===== config.mk =====
export PLATFORM = sky130hd
export DESIGN_NAME = resultQueue
export DESIGN_NICKNAME = d
export VERILOG_FILES = /design/src/rtl/memPkg.sv /design/src/rtl/resultQueue.sv
export SDC_FILE = /design/constraint.sdc
export NUM_CORES = 1
export LEC_CHECK = 0
export ABC_AREA = 1
export BUFFER_PORTS_ARGS = -buffer_cell sky130_fd_sc_hd__buf_2
export CORE_AREA = 2 2 166 152
export CTS_CLUSTER_DIAMETER = 200
export DETAILED_ROUTE_END_ITERATION = 8
export DIE_AREA = 0 0 168 154
export PLACE_DENSITY = 0.7
export SLEW_MARGIN = 0
export SYNTH_ARGS = -nofsm -noshare
export SYNTH_HDL_FRONTEND = slang
export SYNTH_SLANG_ARGS = --single-unit

===== constraint.sdc =====
create_clock -name clk -period 5.7 [get_ports clk]
set_input_delay 1.14 -clock clk [delete_from_list [all_inputs] [get_ports clk]]
set_output_delay 1.14 -clock clk [all_outputs]
set_load 0.02 [all_outputs]

===== src/rtl/memPkg.sv =====
package memPkg;

    // two instructions per bundle, lane 0 is the older one
    localparam int numLanes = 2;

    // data RAM geometry, 32-bit words
    localparam int ramWords = 256;
    localparam int indexBits = $clog2(ramWords);

    // register file destination width
    localparam int destBits = 5;

    // result queue entries
    // execute starts with this many credits
    localparam int queueDepth = 4;
    localparam int ptrBits = $clog2(queueDepth);
    localparam int countBits = $clog2(queueDepth + 1);

    // credits granted by writeback at reset
    localparam int wbCredits = 2;

    // credit counter is sized for the reset value
    // writeback never hands back more than it was given
    localparam int creditBits = $clog2(wbCredits + 1);

    // per-lane memory operation
    typedef enum logic [1:0] {
        opNone,
        opLoad,
        opStore
    } memOp;

    // access width
    typedef enum logic [1:0] {
        sizeByte,
        sizeHalf,
        sizeWord
    } memSize;

endpackage

===== src/rtl/resultQueue.sv =====
`timescale 1ns/1ps

module resultQueue (
    input  logic                        clk,
    input  logic                        resetn,
    input  logic                        respValid,
    input  logic                        respWrite [memPkg::numLanes],
    input  logic [memPkg::destBits-1:0] respDest  [memPkg::numLanes],
    input  logic [31:0]                 respData  [memPkg::numLanes],
    input  logic                        creditIn,
    output logic                        outValid,
    output logic                        outWrite  [memPkg::numLanes],
    output logic [memPkg::destBits-1:0] outDest   [memPkg::numLanes],
    output logic [31:0]                 outData   [memPkg::numLanes],
    output logic                        creditOut
);

    // one entry holds both lanes of a bundle
    logic                        qWrite [memPkg::queueDepth][memPkg::numLanes];
    logic [memPkg::destBits-1:0] qDest  [memPkg::queueDepth][memPkg::numLanes];
    logic [31:0]                 qData  [memPkg::queueDepth][memPkg::numLanes];

    logic [memPkg::ptrBits-1:0]    wrPtr;
    logic [memPkg::ptrBits-1:0]    rdPtr;
    logic [memPkg::countBits-1:0]  count;
    logic [memPkg::creditBits-1:0] credits;
    logic                          push;
    logic                          pop;
    logic                          empty;

    // upstream credits keep the queue from overflowing
    assign push  = respValid;
    assign empty = (count == '0);

    // a credit arriving this cycle can be spent right away
    assign pop = !empty && ((credits != '0) || creditIn);

    always_ff @(posedge clk) begin
        if (push) begin
            for (int i = 0; i < memPkg::numLanes; i++) begin
                qWrite[wrPtr][i] <= respWrite[i];
                qDest[wrPtr][i]  <= respDest[i];
                qData[wrPtr][i]  <= respData[i];
            end
        end
    end

    always_ff @(posedge clk) begin
        if (!resetn) begin
            wrPtr   <= '0;
            rdPtr   <= '0;
            count   <= '0;
            credits <= memPkg::creditBits'(memPkg::wbCredits);
        end else begin
            // depth is a power of two, pointers wrap on their own
            if (push) wrPtr <= wrPtr + 1'b1;
            if (pop) rdPtr <= rdPtr + 1'b1;

            case ({push, pop})
                2'b10:   count <= count + 1'b1;
                2'b01:   count <= count - 1'b1;
                default: count <= count;
            endcase

            case ({creditIn, pop})
                2'b10:   credits <= credits + 1'b1;
                2'b01:   credits <= credits - 1'b1;
                default: credits <= credits;
            endcase
        end
    end

    // head entry goes straight out on pop
    always_comb begin
        for (int i = 0; i < memPkg::numLanes; i++) begin
            outWrite[i] = qWrite[rdPtr][i];
            outDest[i]  = qDest[rdPtr][i];
            outData[i]  = qData[rdPtr][i];
        end
    end

    assign outValid  = pop;
    // freed slot goes back to execute
    assign creditOut = pop;

endmodule


---- Yosys cells after proc, flatten, opt, wreduce, memory -nomap -nowiden ----
Memory sizes are Yosys's and may differ from the RTL's. A register that Yosys moved wholly into a read port is not among the register bits.
Index checks and enable logic that the tools add are counted.
storage, ports and cells
  bits in registers ....................... 9
  bits in latches ......................... 0
  bits in writable memories ............... 304
  ROM bits ................................ 0
  input bits .............................. 80
  output and inout bits ................... 78
  word-level logic and storage cells ...... 34
  memories ................................ 3
memory list
  memory  words  bits a word  rd ports  clocked after Yosys merged registers in  wr ports  line               text
  qData   4      64           1         1                                        1         resultQueue.sv:21  logic [31:0] qData [memPkg::queueDepth][memPkg::numLanes];
  qDest   4      10           1         1                                        1         resultQueue.sv:20  logic [memPkg::destBits-1:0] qDest [memPkg::queueDepth][memPkg::numLanes];
  qWrite  4      2            1         1                                        1         resultQueue.sv:19  logic qWrite [memPkg::queueDepth][memPkg::numLanes];
operators by class
  $add $sub $neg .......................... 6
  $mul .................................... 0
  div/mod/pow operators ................... 0
  magnitude comparators ................... 0
  eq/ne operators ......................... 4
  shifts and indexed selects .............. 0
  multiplexer cells ....................... 10
  bitwise logic cells ..................... 0
  reductions and logical operators ........ 7
operator list
  cell                                                                    number
  2-bit 2-to-1 mux                                                        6
  2-bit by 1-bit adder with 2-bit output (second input constant)          3
  3-bit case mux with 2 select lines                                      1
  2-bit nonzero test                                                      3
  2-bit by 1-bit equality test with 1-bit output (second input constant)  2
  2-bit equality test (second input constant)                             2
  2-bit case mux with 2 select lines                                      1
  3-bit by 1-bit adder with 3-bit output (second input constant)          1
  3-bit zero test                                                         1
  3-bit by 1-bit subtractor with 3-bit output (second input constant)     1
  1-bit 2-to-1 mux                                                        2
  2-bit by 1-bit subtractor with 2-bit output (second input constant)     1
  1-bit logical AND                                                       1
  1-bit zero test                                                         1
  1-bit logical OR                                                        1

---- Logic depth before layout (Yosys ltp) ----
  word-level depth ........................ 5
  mapped depth ............................ 10

---- Worst setup path before layout ----
Ideal clock, no wire load.
  path type ............................... in2reg
  start ................................... in respValid
  end ..................................... mem qData[0][0] (netlist bit) (enable)
  library setup time ...................... 0.430 ns
  arrival ................................. 2.647 ns
  data required time ...................... 5.270 ns
  slack ................................... 2.623 ns
  stages .................................. 2
  buffers on the path ..................... 0
  cell sequence ........................... nand2_1 -> inv_1
on the way
  cells in the longest elaborated chain, start to end .. 2
RTL lines
  what                                    line               text
  start: declaration                      resultQueue.sv:6   input logic respValid,
  1-bit 2-to-1 mux                        resultQueue.sv:39  if (push) begin
  1-bit 2-to-1 mux (not written as such)  resultQueue.sv:43  qData[wrPtr][i] <= respData[i];
  end: declaration                        resultQueue.sv:21
No other way between the ends.

==> flow_summary.toml <==
[global_route]
antenna_found_initial = 5
grt_pass1_wl_um = 37400
grt_pass1_vias = 6917
grt_max_degree = 153
overflow = 0
grtUsageTotal_pct = 18.5

[yosys]
synth.most_common_cell = "edfxtp_1"
yosysWarningCount = 0
synth_cells = 818
synthTopCellsByArea = "edfxtp_1, o21ai_0, nor2_1"
syn-cell-area_um2 = 12000
synth_top_family_by_area = "compound AO/OA/AOI/OAI gates"
yosys.area.top_type_share_pct = 76.4
synth_xor_area_share_pct = 0.0733
yosysTopAreaCell = "edfxtp_1"
seq_area_frac_synth_pct = 78.2
synthArstFlopShare_pct = 0
synthFlopType = "edfxtp_1"
synth_area_per_cell_um2 = 14.6
synth.distinct_cells = 31
synth_mux_area_share_pct = 0
synth_edf_count = 304
synth_nets = 903
synth_simple_gate_area_share_pct = 6.38
synth_common_cells = "edfxtp_1, o21ai_0, nor2_1"
synth_compound_area_share_pct = 11.2
synth_fa_ha_area_share_pct = 0.586
synth-seq-cells = 315

[routing]
topRoutingLayerUsed = "met5"
vias_per_cell = 5.44
num_vias = 7077
drtAntennaViolNets = 0
first_pass_iters = 5
wire_per_inst_um = 18.8
dr_wl_met3_um = 1530
wl_met2_um = 11700
drc_errors = 0
drtIter0Drc = 647
m1WireLength_um = 10700
wirelength_um = 24400

[placed_design]
io_buffers = 157
dpl_worst_slack_ns = 2.28
post-dp-hpwl_um = 13100
place_congestion = 0.726

[timing]
tightest_slew_ns = 1.12
max_slew_margin_pct = 25.4
post-route-period-util_pct = 69.9
maxSlewViolCount = 0
rsz0062_at_grt = "false"
setup_violations = 0
setup_slack_ns = 1.71
finalHoldViolCount = 0
finClkSkew_ns = 0.00556
fin_setup_tns_ns = 0
fmax_mhz = 251
fin_crit_ns = 3.99

[worst_setup_path]
arrival_ns = 2.85
crit_type = "flip-flop to output pin"
worst_setup_path_start_kind = "flip-flop"
required_ns = 4.56
crit_fanout = 82
crit_path_end_kind = "output pin"

[cts]
cts_buffers = 31
root_buffer = "clkbuf_16"
clkSlewWorstSetupHoldPaths_ns = 0.06
clock_sinks = 315
cts_tree = "yes"
post_cts_buffers = 0
insertion_delay_ns = 0.54
cts_hold_buf = 0
htree_num_levels = 1
clockBufferDepth = 3
ctsResizeCount = 0

[layout]
regArea_um2 = 9350
area_growth_pct = 16.3
drive_gt1_share_pct = 24.2
nNetsFinal = 1049
fin_util_pct = 58.0
multi_input_area_um2 = 2180
n_fill_cell = 1880

[floorplan]
die_w_um = 168
dieArea_um2 = 25900
die_h_um = 154
fp-row-count = 54
coreArea_um2 = 24000
io_pins = 158
initial_core_util_pct = 49.8

[power_and_ir_drop]
combPwrFrac_pct = 29.2
pwr-share-seq_pct = 40.5
ir_worst_vdd_v = 0.000318
power.share.switching_pct = 33.9
power_density_nw_per_um2 = 491
power_frac_clock_pct = 30.3
p_sw_mw = 2.31
power.leakage_nw = 4.86
total_power_mw = 6.82
internal_power_mw = 4.51

[outcome]
status = "finished clean"

[min_path]
hold_class = "flip-flop to flip-flop"

[job]
drv_cap = 0
[metal layers]
metal,vias up,track usage (%)
li1,3359,-
met1,3498,25.2
met5,-,0
met2,183,30.7
met4,2,4.68
met3,35,3.78
[metrics by stage]
step / instance area, um2 / hold slack [ns] / cells
after global routing: 13900 / 0.516 / 1297
after CTS: 13900 / 0.471 / 1295
final: 13900 / 0.469 / 1300
after floorplan: 12000 / 0.443 / 818
after global placement: 12800 / 0.447 / 1239
after detailed placement: 12800 / 0.459 / 1239
[worst paths after layout]
path / endpoint / depth (start not counted) / from / slack [ns]
worst max register to register: qData[1][53] / 5 / wrPtr[1] / 3.34
worst max-delay path: outWrite[1] / 4 / flip-flop / 1.71
worst min-delay path: flip-flop / 2 / rdPtr[1] / 0.47
worst min register to register: flip-flop / 2 / rdPtr[1] / 0.47
[placed cells by master (no fill, tap or decap), types with 9 or more instances in the layout]
cell / count
clkbuf_16: 31
nor2_1: 151
inv_1: 13
clkinv_1: 11
o22ai_1: 70
o21ai_0: 153
edfxtp_1: 304
buf_2: 157
nand2_1: 12
nor2_2: 11
dfxtp_1: 9
[layout make-up]
type	count	share of cell area (%)
flip-flops and latches	315	67.3
multi-input cells	432	15.7
repair buffers	164	6.03
clock buffers	32	5.61
well taps	308	2.77
clock inverters	24	1.93
inverters	20	0.630
diodes	5	0.0900
[state kept, by name, summed over array words and instances, names as in the netlist, named ones only]
register  cells
count         3
rdPtr         2
qData       256
qDest        40
credits       2
wrPtr         2
qWrite        8
[power groups by stage]
stage / sequential, mW / combinational, mW / clock [mW]
6_report: 2.77 / 1.99 / 2.07
5_1_grt: 2.78 / 2.18 / 2.20
4_1_cts: 2.77 / 2.01 / 2.11
3_5_place_dp: 2.82 / 2.01 / 0
3_3_place_gp: 2.81 / 1.98 / 0
2_1_floorplan: 2.75 / 1.49 / 0
[logic make-up (layout without fill, tap and decap cells)]
| family | Yosys count | count (layout) |
|---|---|---|
| xor+xnor | 1 | 1 |
| simple gates | 186 | 186 |
| buf+inv | 71 | 240 |
| fa+ha+maj | 5 | 5 |
| flops | 315 | 315 |
| other cells | 0 | 5 |
| compound gates | 240 | 240 |
[critical path, stage by stage, from the launching register on]
cell     delay [ns]
dfxtp_4        0.82
buf_4          0.73
o21ai_0        0.20
o22ai_1        0.27
buf_2          0.21
No activity file was read; power rests on OpenSTA's default activity.
