<file path="config.mk">
export PLATFORM = sky130hd
export DESIGN_NAME = memRequest
export DESIGN_NICKNAME = d
export VERILOG_FILES = /design/src/rtl/memPkg.sv /design/src/rtl/memRequest.sv
export SDC_FILE = /design/constraint.sdc
export NUM_CORES = 1
export LEC_CHECK = 0
export BUFFER_PORTS_ARGS = -buffer_cell sky130_fd_sc_hd__buf_4
export CORE_AREA = 4 4 87 89
export DETAILED_ROUTE_END_ITERATION = 10
export DIE_AREA = 0 0 91 93
export PLACE_DENSITY = 0.71
export SYNTH_ARGS = -nofsm -noshare
export SYNTH_HDL_FRONTEND = slang
export SYNTH_SLANG_ARGS = --single-unit
</file>
<file path="constraint.sdc">
create_clock -name vclk -period 1.11
set_clock_uncertainty 0.1 [all_clocks]
set_input_delay 0.222 -clock vclk [all_inputs]
set_output_delay 0.222 -clock vclk [all_outputs]
set_load 0.01 [all_outputs]
</file>
<file path="src/rtl/memPkg.sv">
package memPkg;

    // two instructions per bundle, lane 0 is the older one
    localparam int numLanes = 2;

    // data RAM geometry, 32-bit words
    localparam int ramWords = 256;
    localparam int indexBits = $clog2(ramWords);

    // register file destination width
    localparam int destBits = 5;

    // result queue entries
    // execute starts with this many credits
    localparam int queueDepth = 4;
    localparam int ptrBits = $clog2(queueDepth);
    localparam int countBits = $clog2(queueDepth + 1);

    // credits granted by writeback at reset
    localparam int wbCredits = 2;

    // credit counter is sized for the reset value
    // writeback never hands back more than it was given
    localparam int creditBits = $clog2(wbCredits + 1);

    // per-lane memory operation
    typedef enum logic [1:0] {
        opNone,
        opLoad,
        opStore
    } memOp;

    // access width
    typedef enum logic [1:0] {
        sizeByte,
        sizeHalf,
        sizeWord
    } memSize;

endpackage
</file>
<file path="src/rtl/memRequest.sv">
`timescale 1ns/1ps

module memRequest (
    input  memPkg::memOp              op        [memPkg::numLanes],
    input  memPkg::memSize            size      [memPkg::numLanes],
    input  logic [31:0]               addr      [memPkg::numLanes],
    input  logic [31:0]               storeData [memPkg::numLanes],
    input  logic                      inValid,
    output logic                      ramWe     [memPkg::numLanes],
    output logic [memPkg::indexBits-1:0] ramIndex [memPkg::numLanes],
    output logic [31:0]               ramWdata  [memPkg::numLanes],
    output logic [3:0]                ramStrobe [memPkg::numLanes]
);

    always_comb begin
        for (int i = 0; i < memPkg::numLanes; i++) begin
            // word index, loads and stores both use it
            ramIndex[i] = addr[i][memPkg::indexBits+1:2];

            // only a store in an accepted bundle writes
            ramWe[i] = inValid && (op[i] == memPkg::opStore);

            // move store bytes up to their byte lane
            // bits above the access width get masked by the strobe
            ramWdata[i] = storeData[i] << {addr[i][1:0], 3'b000};

            // strobe pattern by size, then shift to offset
            case (size[i])
                memPkg::sizeByte: begin
                    ramStrobe[i] = 4'b0001 << addr[i][1:0];
                end
                memPkg::sizeHalf: begin
                    // halves sit at offset 0 or 2
                    ramStrobe[i] = 4'b0011 << addr[i][1:0];
                end
                memPkg::sizeWord: begin
                    ramStrobe[i] = 4'b1111;
                end
                default: begin
                    ramStrobe[i] = 4'b0000;
                end
            endcase
        end
    end

endmodule

</file>
[Word level (Yosys, flattened, before mapping)]
Index checks and enable logic that the tools add are counted.
Storage, ports and cells
  bits in registers: 0
  input bits: 137
  output and inout port bits: 90
  word-level logic and storage cells: 18
Operators by class
  equality and inequality tests: 6
  shift operators: 6
  muxes and demuxes: 2
  reduce and logical (&&, ||, !) cells: 4
Operators with widths (number)
  << shifter 32 x 5 -> 32 bit: 2
  one-hot mux 4 bit (3 select lines): 2
  equality test 2 bit, second input constant: 4
  << shifter 1 x 2 -> 4 bit, first input constant: 2
  << shifter 2 x 2 -> 4 bit, first input constant: 2
  equality test 2 x 1 -> 1 bit, second input constant: 2
  logical NOT 2 bit: 2
  logical AND 1 bit: 2

[Longest topological paths before layout]
Gate-level depths: netlist (run 1).
  word-level depth: 2
  gate-level depth with buffers: 4
  gate-level depth less buffers: 2

[Least setup slack after synthesis (run 1)]
Ideal clock, no wire load.
  path kind: input to output
  from: input port addr[33] (netlist bit)
  to: output port ramWdata[56] (netlist bit)
  arrival time: 882 ps
  required time: 788 ps
  slack: -94 ps
  cell stages on the path: 3
  buffers on the path: 2
  cell sequence: buf_4 > buf_2 > mux2i_1
RTL lines
  from (decl): line memRequest.sv:6  | input logic [31:0] addr [memPkg::numLanes],
  to (decl): line memRequest.sv:11  | output logic [31:0] ramWdata [memPkg::numLanes],

==> results of run 1 <==
critical path, delay by kind of cell:
kind | cells | cell delay (ns)
buffers and inverters | 3 | 0.42
multiplexers | 2 | 0.42
cell usage in the layout, fill, tap and decap left out, types with 2 or more instances in the layout:
master / n
nor2_1: 17
o2bb2ai_1: 8
mux2i_1: 39
and2_4: 16
buf_16: 3
o2bb2ai_2: 8
mux2i_2: 13
nand2_1: 2
buf_8: 8
buf_4: 133
buf_6: 29
mux2i_4: 16
nor2_4: 2
o21bai_1: 2
and3b_1: 2
buf_12: 6
nor2b_4: 2
per-stage QoR:
stage / cell area, µm² / worst slack [ns] / TNS [ns]
finish: 3311 / -0.2803 / -11.60
floorplan: 1454 / -0.03471 / -0.3143
global placement: 2639 / -0.3809 / -15.41
CTS: 3087 / -0.2121 / -11.19
global route: 3311 / -0.3136 / -13.99
detailed placement: 2639 / -0.4355 / -16.52
how the worst max path moves through the flow:
stage / from / endpoint / slack [ns] / cells after the start
after global placement: addr[1] / ramWdata[23] / -0.38 / 4
after CTS: addr[32] / ramWdata[60] / -0.21 / 5
after detailed placement: addr[1] / ramWdata[18] / -0.44 / 4
final: addr[32] / ramWdata[63] / -0.28 / 5
after global routing: addr[32] / ramWdata[63] / -0.31 / 5
after floorplan: addr[33] / ramWdata[56] / -0.03 / 3
repair_timing:
item                                    CTS  global route
cloned                                    4             1
pin swaps                                20            22
gates resized for setup                  78            46
endpoints found under the setup margin   72            72
setup buffers                             2             0
endpoints found under the hold margin     0             0
kinds of logic (layout without fill, tap and decap cells):
family,Yosys count,after routing,synth area share
muxes,68,68,0.5056
buffers and inverters,32,181,0.1729
AOI/OAI and AO/OA,24,24,0.1468
and+or+nand+nor,44,44,0.1747
where the power goes:
group	switching (W)	internal [W]
clock	0	0
combinational	0.000647	0.000890
sequential	0	0
cell type report:
cell class | count | area (µm²) | area share
repair buffers | 180 | 1673 | 0.5053
multi-input cells | 136 | 1534 | 0.4633
inverters | 1 | 3.754 | 0.001134
well taps | 80 | 100.1 | 0.03023
routing by layer:
layer	GRT usage	up-vias	share of wire
met4	0.02513	0	0.014
met1	0.1550	901	0.37
li1	-	901	-
met3	0.05229	12	0.12
met2	0.2692	142	0.49
met5	0	-	0
==> metrics.csv, run 1 <==
metric,value,unit
outcome,"complete, but fails checks",
failing checks,negative setup slack,
fin util,0.4900,
crit-path cells,"buf_12, buf_12, mux2i_1, mux2i_2, buf_4",
chip height,93,µm
first-pass iteration count of the detailed router,4,
vias in the first global route,2065,
filler cell count,547,
LEAKAGE,1.590,nW
"Avg Cell Area, Syn",8.014,µm²
hold depth,0,
CP Data Required Time,0.79,ns
RSZ-0062 raised after global routing,yes,
maximum clock frequency,719.3,MHz
antenna violations before repair,0,
GPL Wtd Cong,0.8008,
top post-synthesis cells by area,"mux2i_1 (51%), buf_4 (12%), o2bb2ai_1 (10%), and2_1 (7.4%), nor2_1 (5.0%)",
area share of the largest cell type after synthesis,0.5056,
top post-synthesis cells by count,"mux2i_1 (68), buf_4 (21), nor2_1 (18)",
critical path type,in -> out,
Total GRT Usage,0.1432,
vias per cell,4.927,
share of cells above drive strength 1,0.7697,
Pwr Total,0.001537,W
Hold Path Class,in -> out,
Hold Crit Start,addr[35],
crit start category,input port,
pin count of the biggest net entering global routing,25,
cell mode on critical path,buf_12,
via count,1956,
post-route insts no fill,397,
"Seq/Total Area, Yosys",0,
WP data arrival,1.07,ns
FF/Latch Area,0,µm²
# diodes,0,
Final setup viols,71,
ANT nets after route,0,
placed cells,391,
Nets,456,
hold_buf cts,0,
detailed-route wire length per cell,17.34,µm
Worst Hold End,ramIndex[9],
initial core utilization,0.1993,
global route overflow,0,
synth warn,0,
PortBufs,151,
core area,6756,µm²
period utilization,1.253,
max-slew violation count,0,
CP endpoint kind,primary output,
power density over the cells,464.3,nW/µm²
die width,91,µm
Yosys cell types,23,
Detailed Place HPWL,5103,µm
Die ar.,8463,µm²
max-cap violations,0,
Starting DRT DRC Count,24,
maximum ir drop on the vdd rail,247.8,µV
Synth-to-Final Area Change,145.9,%
Synth Net Count,305,
final hold viol count,0,
final WL,6884,µm
hold_ws,0.3440,ns
number of clock buffers in the layout,0,
Syn Inst Count,168,
CP max-delay cell,mux2i_1,
num rows,30,
fin crit period,1.390,ns
worst-path maximum fanout,8,
Max-slew headroom,0.8034,
CP max stage delay,0.31,ns
Synth Cell Area,1346,µm²
post-layout worst setup margin,-0.2803,ns
Slew @ Worst Pin,0.2866,ns
I/O pins,227,
first-pass GRT wire length,10250,µm
post-synth top area cell,mux2i_1,
DRC,0,
most frequent cell after synthesis,mux2i_1,
seq_cells,0,
No activity file was read; power rests on OpenSTA's default activity.
==> run 2, diff against run 1 <==
BUFFER_PORTS_ARGS = unset   (was -buffer_cell sky130_fd_sc_hd__buf_4)
CORE_AREA = 4 4 85 87   (was 4 4 87 89)
DIE_AREA = 0 0 89 91   (was 0 0 91 93)
DONT_BUFFER_PORTS = 1   (was unset)
PLACE_DENSITY = 0.44   (was 0.71)
==> metrics.csv, run 2 (synthesis gave the netlist of run 1 again) <==
metric,value,unit,change
outcome,finished clean,,
Max-slew headroom,0.7847,,-0.01874
detailed-route wire length per cell,19.39,µm,+12%
critical path type,in -> out,,
"most common cell after layout, fill and taps aside",mux2i_1,,
most frequent cells in the layout,"mux2i_1 (60), nor2_1 (18), and2_1 (16), o2bb2ai_1 (16), buf_4 (8)",,
Setup Buffers After CTS,0,,-2
CP Data Required Time,0.79,ns,about the same
initial core utilization,0.2120,,+0.01276
FF/Latch Area,0,µm²,unchanged
filler cell count,707,,+29%
pin count of the biggest net entering global routing,32,,+28%
crit-path cells,"nor2b_1, buf_4, o2bb2ai_1",,
CP max stage delay,0.19,ns,-0.12 ns
Synth-to-Final Area Change,0.5578,%,
ANT nets after route,0,,unchanged
num rows,29,,-3.3%
first-pass iteration count of the detailed router,3,,-1
power density over the cells,370.0,nW/µm²,-20%
fin crit period,1.059,ns,-0.3311 ns
antenna violations before repair,0,,unchanged
fin area,1354,µm²,-59%
post-route insts no fill,222,,-44%
Hold Path Class,in -> out,,
cell family with most CP delay,compound AO/OA/AOI/OAI gates,,
Final setup viols,0,,-100%
chip height,91,µm,-2.2%
RSZ-0062 raised after global routing,no,,
period utilization,0.9542,,-0.2983
Nets,284,,-38%
fin util,0.2132,,-0.2768
PortBufs,0,,-100%
worst-path maximum fanout,31,,+23
GPL Wtd Cong,0.6615,,-17%
hold_ws,0.3440,ns,unchanged
WP buf/inv,1,,-2
Total GRT Usage,0.08724,,-0.05601
maximum clock frequency,944.1,MHz,+31%
final WL,4305,µm,-37%
max-cap violations,0,,unchanged
max-slew violation count,0,,unchanged
die width,89,µm,-2.2%
Slew @ Worst Pin,0.3140,ns,+0.02732 ns
I/O pins,227,,unchanged
placed cell area,1351,µm²,-49%
global route overflow,0,,unchanged
placed cells,222,,-43%
final hold viol count,0,,unchanged
via count,1207,,-38%
crit start category,input port,,
Die ar.,8099,µm²,-4.3%
Detailed Place HPWL,3661,µm,-28%
CP endpoint kind,primary output,,
DRC,0,,unchanged
core area,6350,µm²,-6.0%
Starting DRT DRC Count,5,,-79%
seq_cells,0,,unchanged
first-pass GRT wire length,5906,µm,-42%
multi-input logic area,1194,µm²,-22%
share of cells above drive strength 1,0.1448,,-0.6249
vias in the first global route,1179,,-43%
number of clock buffers in the layout,0,,unchanged
maximum ir drop on the vdd rail,127.8,µV,-48%
vias per cell,5.437,,+10%
CP max-delay cell,o2bb2ai_1,,
WP data arrival,0.74,ns,-0.33 ns
# diodes,0,,unchanged
LEAKAGE,0.5951,nW,-63%
run 2: report_power, final:
group | leakage (nW) | internal, W | switching (W) | total [W]
sequential | 0 | 0 | 0 | 0
combinational | 0.595 | 0.000236 | 0.000265 | 0.000501
clock | 0 | 0 | 0 | 0
run 2: final timing paths:
path,startpoint,endpoint,depth (start not counted),slack [ns]
setup / recovery,addr[0],ramWdata[23],3,0.05
hold / removal,addr[5],ramIndex[3],0,0.34
run 2: cell type report:
cell class / count / share of cell area
Timing Repair Buffer: 8 / 0.04436
Multi-Input combinational cell: 136 / 0.8817
Tap cell: 77 / 0.07116
Inverter: 1 / 0.002773
run 2: layer usage:
metal,part of all wire,global-route usage,up-vias
met2,0.51,0.1782,113
met3,0.15,0.01900,6
met1,0.34,0.09165,537
met5,0,0,-
met4,0.0033,0.004963,0
li1,-,-,551
run 2: metrics by stage:
stage / power [W] / setup TNS [ns] / worst slack [ns]
after floorplan: 0.0006015 / -0.3143 / -0.03471
after global routing: 0.0005418 / 0 / 0.001492
after detailed placement: 0.0005094 / -0.01061 / -0.003770
after global placement: 0.0005094 / -0.06100 / -0.01959
after CTS: 0.0005111 / 0 / 0.03336
final: 0.0005009 / 0 / 0.05078
run 2: repair_timing:
| item | CTS | global route |
|---|---|---|
| hold buffers | 0 | 0 |
| gates resized for setup | 1 | 0 |
| endpoints found under the setup margin | 5 | 0 |
