`src/rtl/memPkg.sv`:
```
package memPkg;

    // two instructions per bundle, lane 0 is the older one
    localparam int numLanes = 2;

    // data RAM geometry, 32-bit words
    localparam int ramWords = 256;
    localparam int indexBits = $clog2(ramWords);

    // register file destination width
    localparam int destBits = 5;

    // result queue entries
    // execute starts with this many credits
    localparam int queueDepth = 4;
    localparam int ptrBits = $clog2(queueDepth);
    localparam int countBits = $clog2(queueDepth + 1);

    // credits granted by writeback at reset
    localparam int wbCredits = 2;

    // credit counter is sized for the reset value
    // writeback never hands back more than it was given
    localparam int creditBits = $clog2(wbCredits + 1);

    // per-lane memory operation
    typedef enum logic [1:0] {
        opNone,
        opLoad,
        opStore
    } memOp;

    // access width
    typedef enum logic [1:0] {
        sizeByte,
        sizeHalf,
        sizeWord
    } memSize;

endpackage
```
`src/rtl/memResponse.sv`:
```
`timescale 1ns/1ps

module memResponse (
    input  logic                        clk,
    input  logic                        resetn,
    input  logic                        inValid,
    input  memPkg::memOp                op         [memPkg::numLanes],
    input  memPkg::memSize              size       [memPkg::numLanes],
    input  logic                        signedLoad [memPkg::numLanes],
    input  logic [31:0]                 addr       [memPkg::numLanes],
    input  logic [memPkg::destBits-1:0] dest       [memPkg::numLanes],
    input  logic [31:0]                 ramRdata   [memPkg::numLanes],
    output logic                        respValid,
    output logic                        respWrite  [memPkg::numLanes],
    output logic [memPkg::destBits-1:0] respDest   [memPkg::numLanes],
    output logic [31:0]                 respData   [memPkg::numLanes]
);

    // bundle valid, lines up with the RAM read register
    logic validQ;

    // lane control captured at accept
    memPkg::memOp                opQ     [memPkg::numLanes];
    memPkg::memSize              sizeQ   [memPkg::numLanes];
    logic                        signedQ [memPkg::numLanes];
    logic [1:0]                  offsetQ [memPkg::numLanes];
    logic [memPkg::destBits-1:0] destQ   [memPkg::numLanes];

    always_ff @(posedge clk) begin
        if (!resetn) begin
            validQ <= 1'b0;
        end else begin
            validQ <= inValid;
        end
    end

    always_ff @(posedge clk) begin
        for (int i = 0; i < memPkg::numLanes; i++) begin
            opQ[i]     <= op[i];
            sizeQ[i]   <= size[i];
            signedQ[i] <= signedLoad[i];
            offsetQ[i] <= addr[i][1:0];
            destQ[i]   <= dest[i];
        end
    end

    assign respValid = validQ;

    for (genvar i = 0; i < memPkg::numLanes; i++) begin : laneGen
        // extract this lane's load value from its RAM port
        readData extract (
            .word       (ramRdata[i]),
            .offset     (offsetQ[i]),
            .size       (sizeQ[i]),
            .signedLoad (signedQ[i]),
            .value      (respData[i])
        );

        // only loads write the register file
        assign respWrite[i] = validQ && (opQ[i] == memPkg::opLoad);
        assign respDest[i]  = destQ[i];
    end

endmodule

```
`src/rtl/readData.sv`:
```
`timescale 1ns/1ps

module readData (
    input  logic [31:0]    word,
    input  logic [1:0]     offset,
    input  memPkg::memSize size,
    input  logic           signedLoad,
    output logic [31:0]    value
);

    logic [7:0]  byteSel;
    logic [15:0] halfSel;

    // byte picked straight from the offset
    assign byteSel = word[{offset, 3'b000} +: 8];

    // half only needs the upper offset bit, accesses are aligned
    assign halfSel = offset[1] ? word[31:16] : word[15:0];

    always_comb begin
        case (size)
            memPkg::sizeByte: begin
                value = signedLoad ? {{24{byteSel[7]}}, byteSel} : {24'b0, byteSel};
            end
            memPkg::sizeHalf: begin
                value = signedLoad ? {{16{halfSel[15]}}, halfSel} : {16'b0, halfSel};
            end
            default: begin
                // whole word, no extension needed
                value = word;
            end
        endcase
    end

endmodule

```
`config.mk`:
```
export PLATFORM = sky130hd
export DESIGN_NAME = memResponse
export DESIGN_NICKNAME = d
export VERILOG_FILES = /design/src/rtl/memPkg.sv /design/src/rtl/memResponse.sv /design/src/rtl/readData.sv
export SDC_FILE = /design/constraint.sdc
export NUM_CORES = 1
export LEC_CHECK = 0
export BUFFER_PORTS_ARGS = -buffer_cell sky130_fd_sc_hd__buf_2
export CORE_UTILIZATION = 25
export CTS_BUF_LIST = sky130_fd_sc_hd__clkbuf_4
export DETAILED_ROUTE_END_ITERATION = 16
export PLACE_DENSITY_LB_ADDON = 0.08
export SLEW_MARGIN = 20
export SYNTH_ARGS = -nofsm -noshare
export SYNTH_HDL_FRONTEND = slang
export SYNTH_HIERARCHICAL = 1
export SYNTH_SLANG_ARGS = --single-unit
```
`constraint.sdc`:
```
create_clock -name clk -period 5.9 [get_ports clk]
set_clock_uncertainty 0.1 [all_clocks]
set_input_delay 1.77 -clock clk [delete_from_list [all_inputs] [get_ports clk]]
set_output_delay 1.77 -clock clk [all_outputs]
set_load 0.05 [all_outputs]
```
# Word-level counts from Yosys, hierarchy flattened
# Memory sizes are Yosys's and may differ from the RTL's.
# Index checks and enable logic that the tools add are counted.
# totals
register_bits	1
mem_bits_rw	24
inputBits	151
out_inout_bits	77
n_memories	5
# op_classes
n_eq_ne	4
shifts	2
mux	8
n_reduce_logical	4
# mem_list
memory	depth	width	read_ports	rd_clocked_by_memory_dff	wr	line	text
destQ	2	5	2	0	2	memResponse.sv:27	logic [memPkg::destBits-1:0] destQ [memPkg::numLanes];
offsetQ	2	2	2	0	2	memResponse.sv:26	logic [1:0] offsetQ [memPkg::numLanes];
opQ	2	2	2	0	2	memResponse.sv:23	memPkg::memOp opQ [memPkg::numLanes];
sizeQ	2	2	2	0	2	memResponse.sv:24	memPkg::memSize sizeQ [memPkg::numLanes];
signedQ	2	1	2	0	2	memResponse.sv:25	logic signedQ [memPkg::numLanes];
# op_table
op	count
$mux W32	4
$pmux W32 S2	2
$shiftx A32 B6 Y8	2
$mux W16	2
$eq A2 B1 Y1 const B	4
$logic_not A2 Y1	2
$logic_and A1 B1 Y1	2

# Depth between registers and ports, before layout
# Gate-level depths: netlist (run 1).
# depth
word_depth	3
ltp_mapped	6
mapped_depth_nobuf	4

# Hierarchy
# The synthesis (run 1) kept the hierarchy.
# by_module_without_submodules
module	n_inst	cells_per_inst	area_each_um2	seq_area_each_um2
readData	2	123	705.7	0.0
memResponse	1	28	524.3	500.5

# Worst setup path before layout (run 1)
# Ideal clock, no wire load.
# synth_timing
kind	input -> output
from	input port ramRdata[47] (netlist name)
to	output port respData[39] (netlist name)
t_arrival_ps	3282
t_required_ps	4030
setup_slack_ps	748
stages	4
path_buffers	0
cell_sequence	mux2i_1 -> a22oi_2 -> nor2_1 -> a221oi_1
# synth_rtl
item	line	text
from (decl)	memResponse.sv:12	input logic [31:0] ramRdata [memPkg::numLanes],
to (decl)	memResponse.sv:16	output logic [31:0] respData [memPkg::numLanes]

==> results of run 1 <==
==> through the flow <==
| step | cell area (um2) | hold WS (ns) |
|---|---|---|
| 3_5_place_dp | 2800 | 1.77 |
| 4_1_cts | 2830 | 1.44 |
| 5_1_grt | 2830 | 1.42 |
| 2_1_floorplan | 1940 | 1.70 |
| 3_3_place_gp | 2800 | 1.77 |
| 6_report | 2830 | 1.45 |
==> sequential cells by signal (all words and copies together) (netlist names) <==
name	cells
destQ	10
offsetQ	4
sizeQ	4
respValid	1
signedQ	2
opQ	4
==> routing by layer <==
metal / vias up / share of wire
met2: 99 / 0.44
met1: 1023 / 0.49
met4: 0 / 0.0054
met3: 5 / 0.072
li1: 1245 / -
met5: - / 0
==> report_power, final <==
part | switching [mW] | leakage, nW | internal [mW]
combinational | 0.239 | 1.44 | 0.0960
sequential | 0.0121 | 0.211 | 0.178
clock | 0.0471 | 0.0177 | 0.0253
==> synth_stat cells <==
| library cell | n | area share |
|---|---|---|
| o21ai_0 | 8 | 0.021 |
| nor2_1 | 8 | 0.016 |
| and2b_1 | 4 | 0.016 |
| o22a_1 | 6 | 0.027 |
| inv_1 | 4 | 0.0078 |
| o21bai_1 | 2 | 0.0078 |
| buf_2 | 6 | 0.016 |
| a31oi_1 | 2 | 0.0065 |
| clkbuf_1 | 6 | 0.012 |
| mux2_2 | 2 | 0.012 |
| a221oi_1 | 2 | 0.0091 |
| a22oi_1 | 8 | 0.031 |
| and2_1 | 1 | 0.0032 |
| a21o_1 | 6 | 0.023 |
| and3b_1 | 2 | 0.0091 |
| a22oi_2 | 2 | 0.013 |
| o22ai_1 | 2 | 0.0065 |
| nand2_2 | 2 | 0.0065 |
| nand2_1 | 110 | 0.21 |
| dfxtp_1 | 25 | 0.26 |
| buf_4 | 8 | 0.031 |
| a2bb2oi_1 | 6 | 0.027 |
| nor2b_1 | 6 | 0.019 |
| a21oi_1 | 6 | 0.016 |
| mux2i_1 | 4 | 0.021 |
| nor2b_2 | 4 | 0.018 |
| nand2b_1 | 14 | 0.045 |
| a221o_2 | 16 | 0.093 |
| nor3_4 | 2 | 0.017 |
==> cell type report <==
type / count / area share
Clock buffer: 3 / 0.00797
Clock inverter: 1 / 0.00177
Tap cell: 99 / 0.0438
Sequential cell: 25 / 0.177
Timing Repair Buffer: 169 / 0.301
Multi-Input combinational cell: 225 / 0.463
Inverter: 4 / 0.00531
==> cells in the final DEF, fill, tap and decap left out, drive strengths merged <==
cell type,count
nor3,2
and2b,4
nor2,8
o22a,6
nand2,112
o21ai,8
nor2b,10
a22oi,10
o22ai,2
and2,1
dfxtp,25
and3b,2
a221o,16
o21bai,2
clkbuf,3
inv,4
a21oi,6
clkinv,1
a221oi,2
a2bb2oi,6
a21o,6
a31oi,2
nand2b,14
mux2,2
buf,169
mux2i,4
==> worst max-delay path, delay by kind of cell <==
family	cells	cell delay [ns]
AOI/OAI and AO/OA	1	0.18
muxes	2	0.40
and+or+nand+nor	1	0.29
buffers and inverters	2	0.39
==> cells by family after synthesis <==
| family | share of synthesized area |
|---|---|
| muxes | 0.0323 |
| and+or+nand+nor | 0.363 |
| AOI/OAI and AO/OA | 0.281 |
| buffers and inverters | 0.0659 |
| DFF | 0.259 |
==> how the worst min path moves through the flow <==
stage / to / cells after the start / slack [ns] / startpoint
final: opQ[0][1] / 1 / 1.45 / op[3]
after global routing: opQ[0][2] / 1 / 1.42 / op[0]
after CTS: opQ[0][2] / 1 / 1.44 / op[0]
after detailed placement: destQ[0][5] / 1 / 1.77 / dest[0]
after global placement: destQ[0][8] / 1 / 1.77 / dest[3]
after floorplan: destQ[0][0] / 0 / 1.70 / dest[5]
==> impl_metrics.yaml, run 1 <==
drt:
  drt-pass1-iter-count: 4
  drt_iter0_drc: 112
  via_per_inst: 4.51
  vias: 2372
  drc_errors: 0
  final_antenna_net_count: 0
  routed_wl_um: 6450
  wl_per_cell_um: 12.3
worst_setup_path:
  max_stage_delay_ns: 0.30
  cp_slowest_cell: "mux2_2"
  crit_path_frequent_cell: "buf_2"
  critPathMaxFanout: 8
  crit_end: "respData[42]"
  crit_chain: "buf_2, mux2i_1, mux2_2, nor3_4, a221o_2, buf_2"
  setup.worst_path.end_class: "primary output"
  critPathKind: "in -> out"
  required_ns: 4.03
  startpoint: "ramRdata[63]"
  start_kind: "input pin"
  critPathArrivalTime_ns: 3.04
hold_path:
  min_path_type: "in -> reg"
clocking:
  cts-root-buf: "clkbuf_4"
  cts_tree: "built"
  cts_setup_buffers: 0
  cts_max_level: 1
  clk_pin_slew_ns: 0.13
  cts_buffers: 3
  ctsResizeCount: 0
  ctsHoldBuffers: 0
  clockBufferDepth: 2
  cts_sinks: 25
sta:
  period_share: 0.832
  slew-limit-headroom: 0.494
  hold_viol: 0
  post-route-min-period_ns: 4.91
  setup_ws_ns: 0.990
  rsz0062_at_grt: "false"
  drv_slew: 0
  setup_viol: 0
  tightest_slew_ns: 0.759
  clock.fmax_ghz: 0.204
  fin_setup_tns_ns: 0
cells_and_area:
  fillers: 828
  drive_gt1_frac: 0.471
  diodes: 0
  syn2layout_area_growth_pct: 46.0
  final_cells: 526
  fin_nets: 579
  multiInputGateArea_mm2: 0.00131
  seqCellArea_um2: 500
  utilization: 0.383
synthesis:
  syn_area_per_cell_um2: 7.06
  synthesis.nets: 425
  synthCells: 274
  syn_area_mm2: 0.00194
  ys_warn_count: 6
  synth_cell_types: 29
  synth-seq-cells: 25
  ys_seq_area_frac: 0.259
global_route:
  antenna_found_initial: 0
  overflow: 0
  grt_max_degree: 38
  first_global_vias: 2174
  grt_pass1_wl_um: 10300
  track_usage: 0.152
  use_met1: 0.215
  grt_use_met2: 0.244
  top_usage_layer: "met2"
  use_met3: 0.0279
floorplan:
  die_w_um: 90.0
  dieArea_mm2: 0.00810
  initial_core_util: 0.263
  row_count: 31
  core-area_mm2: 0.00737
  ioPinCount: 228
  die_h_um: 90.0
pwr:
  p_leak_nw: 1.67
  ir_drop_mv: 0.157
  p_per_area_mw_per_mm2: 212
  power_mw: 0.598
place:
  portBuffers: 167
  gp_congestion: 0.828
  pre_cts_ws_ns: 0.967
  placedCellCount: 522
  hpwl_um: 5190
run:
  maxCapViolCount: 0
outcome:
  status: "completed"
(Power assumes the default switching activity.)
==> run 2: changes to the inputs <==
--- a/config.mk
+++ b/config.mk
@@ -5,6 +5,7 @@
 export SDC_FILE = /design/constraint.sdc
 export NUM_CORES = 1
 export LEC_CHECK = 0
+export ABC_AREA = 1
 export BUFFER_PORTS_ARGS = -buffer_cell sky130_fd_sc_hd__buf_2
 export CORE_UTILIZATION = 25
 export CTS_BUF_LIST = sky130_fd_sc_hd__clkbuf_4
==> constraint.sdc (replaced) <==
create_clock -name clk -period 4.99 [get_ports clk]
set_clock_uncertainty 0.1 [all_clocks]
set_input_delay 1.497 -clock clk [delete_from_list [all_inputs] [get_ports clk]]
set_output_delay 1.497 -clock clk [all_outputs]
set_load 0.05 [all_outputs]
==> run 2 against run 1 <==
Area after synthesis up 16%. Design area grew 8.2%. Synthesized cell count up 23%. Setup slack worse by 0.26 ns. Global-route usage shrank 0.16 points. Non-clock buffer count is the same. Flip-flop and latch count did not move. Clock power rose by 23%. Die area grew 15%. Sequential power grew 18%. Highest routed layer unchanged.
==> impl_metrics.yaml, run 2 <==
synthesis:
  ys_seq_area_frac: 0.224
  synth.most_common_cell: "nand2_1"
  netlist.top_cell.by_area: "nand2_1"
  synthTopCellsByArea: "nand2_1 27%, dfxtp_1 22%, nand3_2 13%, nand3_1 5.8%, o211ai_1 4.7%"
  syn_area_per_cell_um2: 6.64
  synth-seq-cells: 25
  synthesis.nets: 488
  synthCells: 337
  async_reset_ff_frac: 0
  synth_cell_types: 24
  ys_warn_count: 6
  synth_top_cell_area_share: 0.267
  synthFlopType: "dfxtp_1"
  synth_edf_count: 0
  synth_common_cells: "159 x nand2_1, 28 x nand3_2, 26 x nand3_1, 25 x dfxtp_1, 14 x o211ai_1"
  syn_area_mm2: 0.00224
worst_setup_path:
  start_kind: "input pin"
  worst-path-buf-inv: 2
  setup.worst_path.end_class: "primary output"
  cp_slowest_cell: "nand3_2"
  max_stage_delay_ns: 0.36
  crit_chain: "buf_2, nand2_1, nand2_2, nand3_2, nand3_1, buf_2"
  critPathMaxFanout: 16
  critPathArrivalTime_ns: 2.66
  critPathTopFamily: "simple AND/OR/NAND/NOR gates"
  required_ns: 3.39
  crit_path_frequent_cell: "buf_2"
  critPathKind: "in -> out"
cells_and_area:
  diodes: 0
  final_common_cell: "buf_2"
  final_area_mm2: 0.00306
  syn2layout_area_growth_pct: 36.7
  regMostFlops: "destQ"
  layout_common_cells: "167 x buf_2, 159 x nand2_1, 28 x nand3_2, 26 x nand3_1, 25 x dfxtp_1"
  fin_nets: 642
  largest_reg_flops: 10
  fillers: 997
  drive_gt1_frac: 0.492
  utilization: 0.352
clocking:
  clockBufferDepth: 2
  cts_tree: "built"
  clk_pin_slew_ns: 0.12
  cts_max_level: 1
  cts_buffers: 3
  ctsResizeCount: 0
  ctsHoldBuffers: 0
  cts_setup_buffers: 0
  cts_sinks: 25
  cts-root-buf: "clkbuf_4"
outcome:
  status: "completed"
floorplan:
  core-area_mm2: 0.00868
  dieArea_mm2: 0.00933
  ioPinCount: 228
  initial_core_util: 0.258
  die_h_um: 96.6
  row_count: 34
  die_w_um: 96.6
global_route:
  grt_max_degree: 25
  antenna_found_initial: 0
  overflow: 0
  grt_pass1_wl_um: 11100
  first_global_vias: 2333
  track_usage: 0.150
drt:
  drc_errors: 0
  routed_wl_um: 7450
  wl_per_cell_um: 12.5
  wl_met2_um: 3260
  dr.max_layer_used: "met4"
  vias: 2679
  drt_iter0_drc: 82
  final_antenna_net_count: 0
  drt-met1-wl_um: 3460
  routed-wl-met3_um: 665
  via_per_inst: 4.48
  drt-pass1-iter-count: 4
sta:
  fin_setup_tns_ns: 0
  post-route-min-period_ns: 4.26
  period_share: 0.853
  holdWs_ns: 1.18
  drv_slew: 0
  hold_viol: 0
  rsz0062_at_grt: "false"
  setup_viol: 0
  slew-limit-headroom: 0.434
  tightest_slew_ns: 0.848
  clock.fmax_ghz: 0.235
place:
  placed_cell_area_mm2: 0.00303
  gp_congestion: 0.737
  portBuffers: 167
  hpwl_um: 5840
pwr:
  p_per_area_mw_per_mm2: 234
  power_mw: 0.716
  ir_drop_mv: 0.168
  p_leak_nw: 1.88
run:
  maxCapViolCount: 0
hold_path:
  min_path_type: "in -> reg"
## run 2: worst paths after layout
kind,start,end,slack [ns],cells past startpoint
setup / recovery,ramRdata[63],respData[60],0.73,6
hold / removal,addr[33],offsetQ[0][1],1.18,1
## run 2: report_power, final
| part | leakage, nW | switching [mW] | total, mW | internal, mW |
|---|---|---|---|---|
| Clock | 0.0184 | 0.0523 | 0.0889 | 0.0366 |
| Sequential | 0.211 | 0.0145 | 0.225 | 0.210 |
| Combinational | 1.65 | 0.292 | 0.402 | 0.110 |
## run 2: cell type report
cell class / instances / area, um2 / area share
Inverter: 11 / 56.3 / 0.0184
Sequential cell: 25 / 500 / 0.164
Timing Repair Buffer: 169 / 851 / 0.278
Multi-Input combinational cell: 281 / 1490 / 0.486
Tap cell: 108 / 135 / 0.0442
Clock buffer: 4 / 30.0 / 0.00982
## run 2: kinds of logic (layout without fill, tap and decap cells)
logic type | count (synthesis) | count (layout) | synth area share
AO/OA/AOI/OAI | 18 | 18 | 0.0582
buffers and inverters | 31 | 184 | 0.112
flip-flops | 25 | 25 | 0.224
AND/OR/NAND/NOR | 263 | 263 | 0.606
## run 2: per-layer routing
layer,GRT usage,up-vias
met5,0,-
met4,0.0343,0
met3,0.0235,6
met2,0.240,109
met1,0.210,1185
li1,-,1379
## run 2: metrics by stage
step / worst slack (ns) / instances
floorplan: 0.925 / 337
global placement: 0.713 / 594
detailed placement: 0.732 / 594
CTS: 0.727 / 598
global route: 0.624 / 598
finish: 0.732 / 598
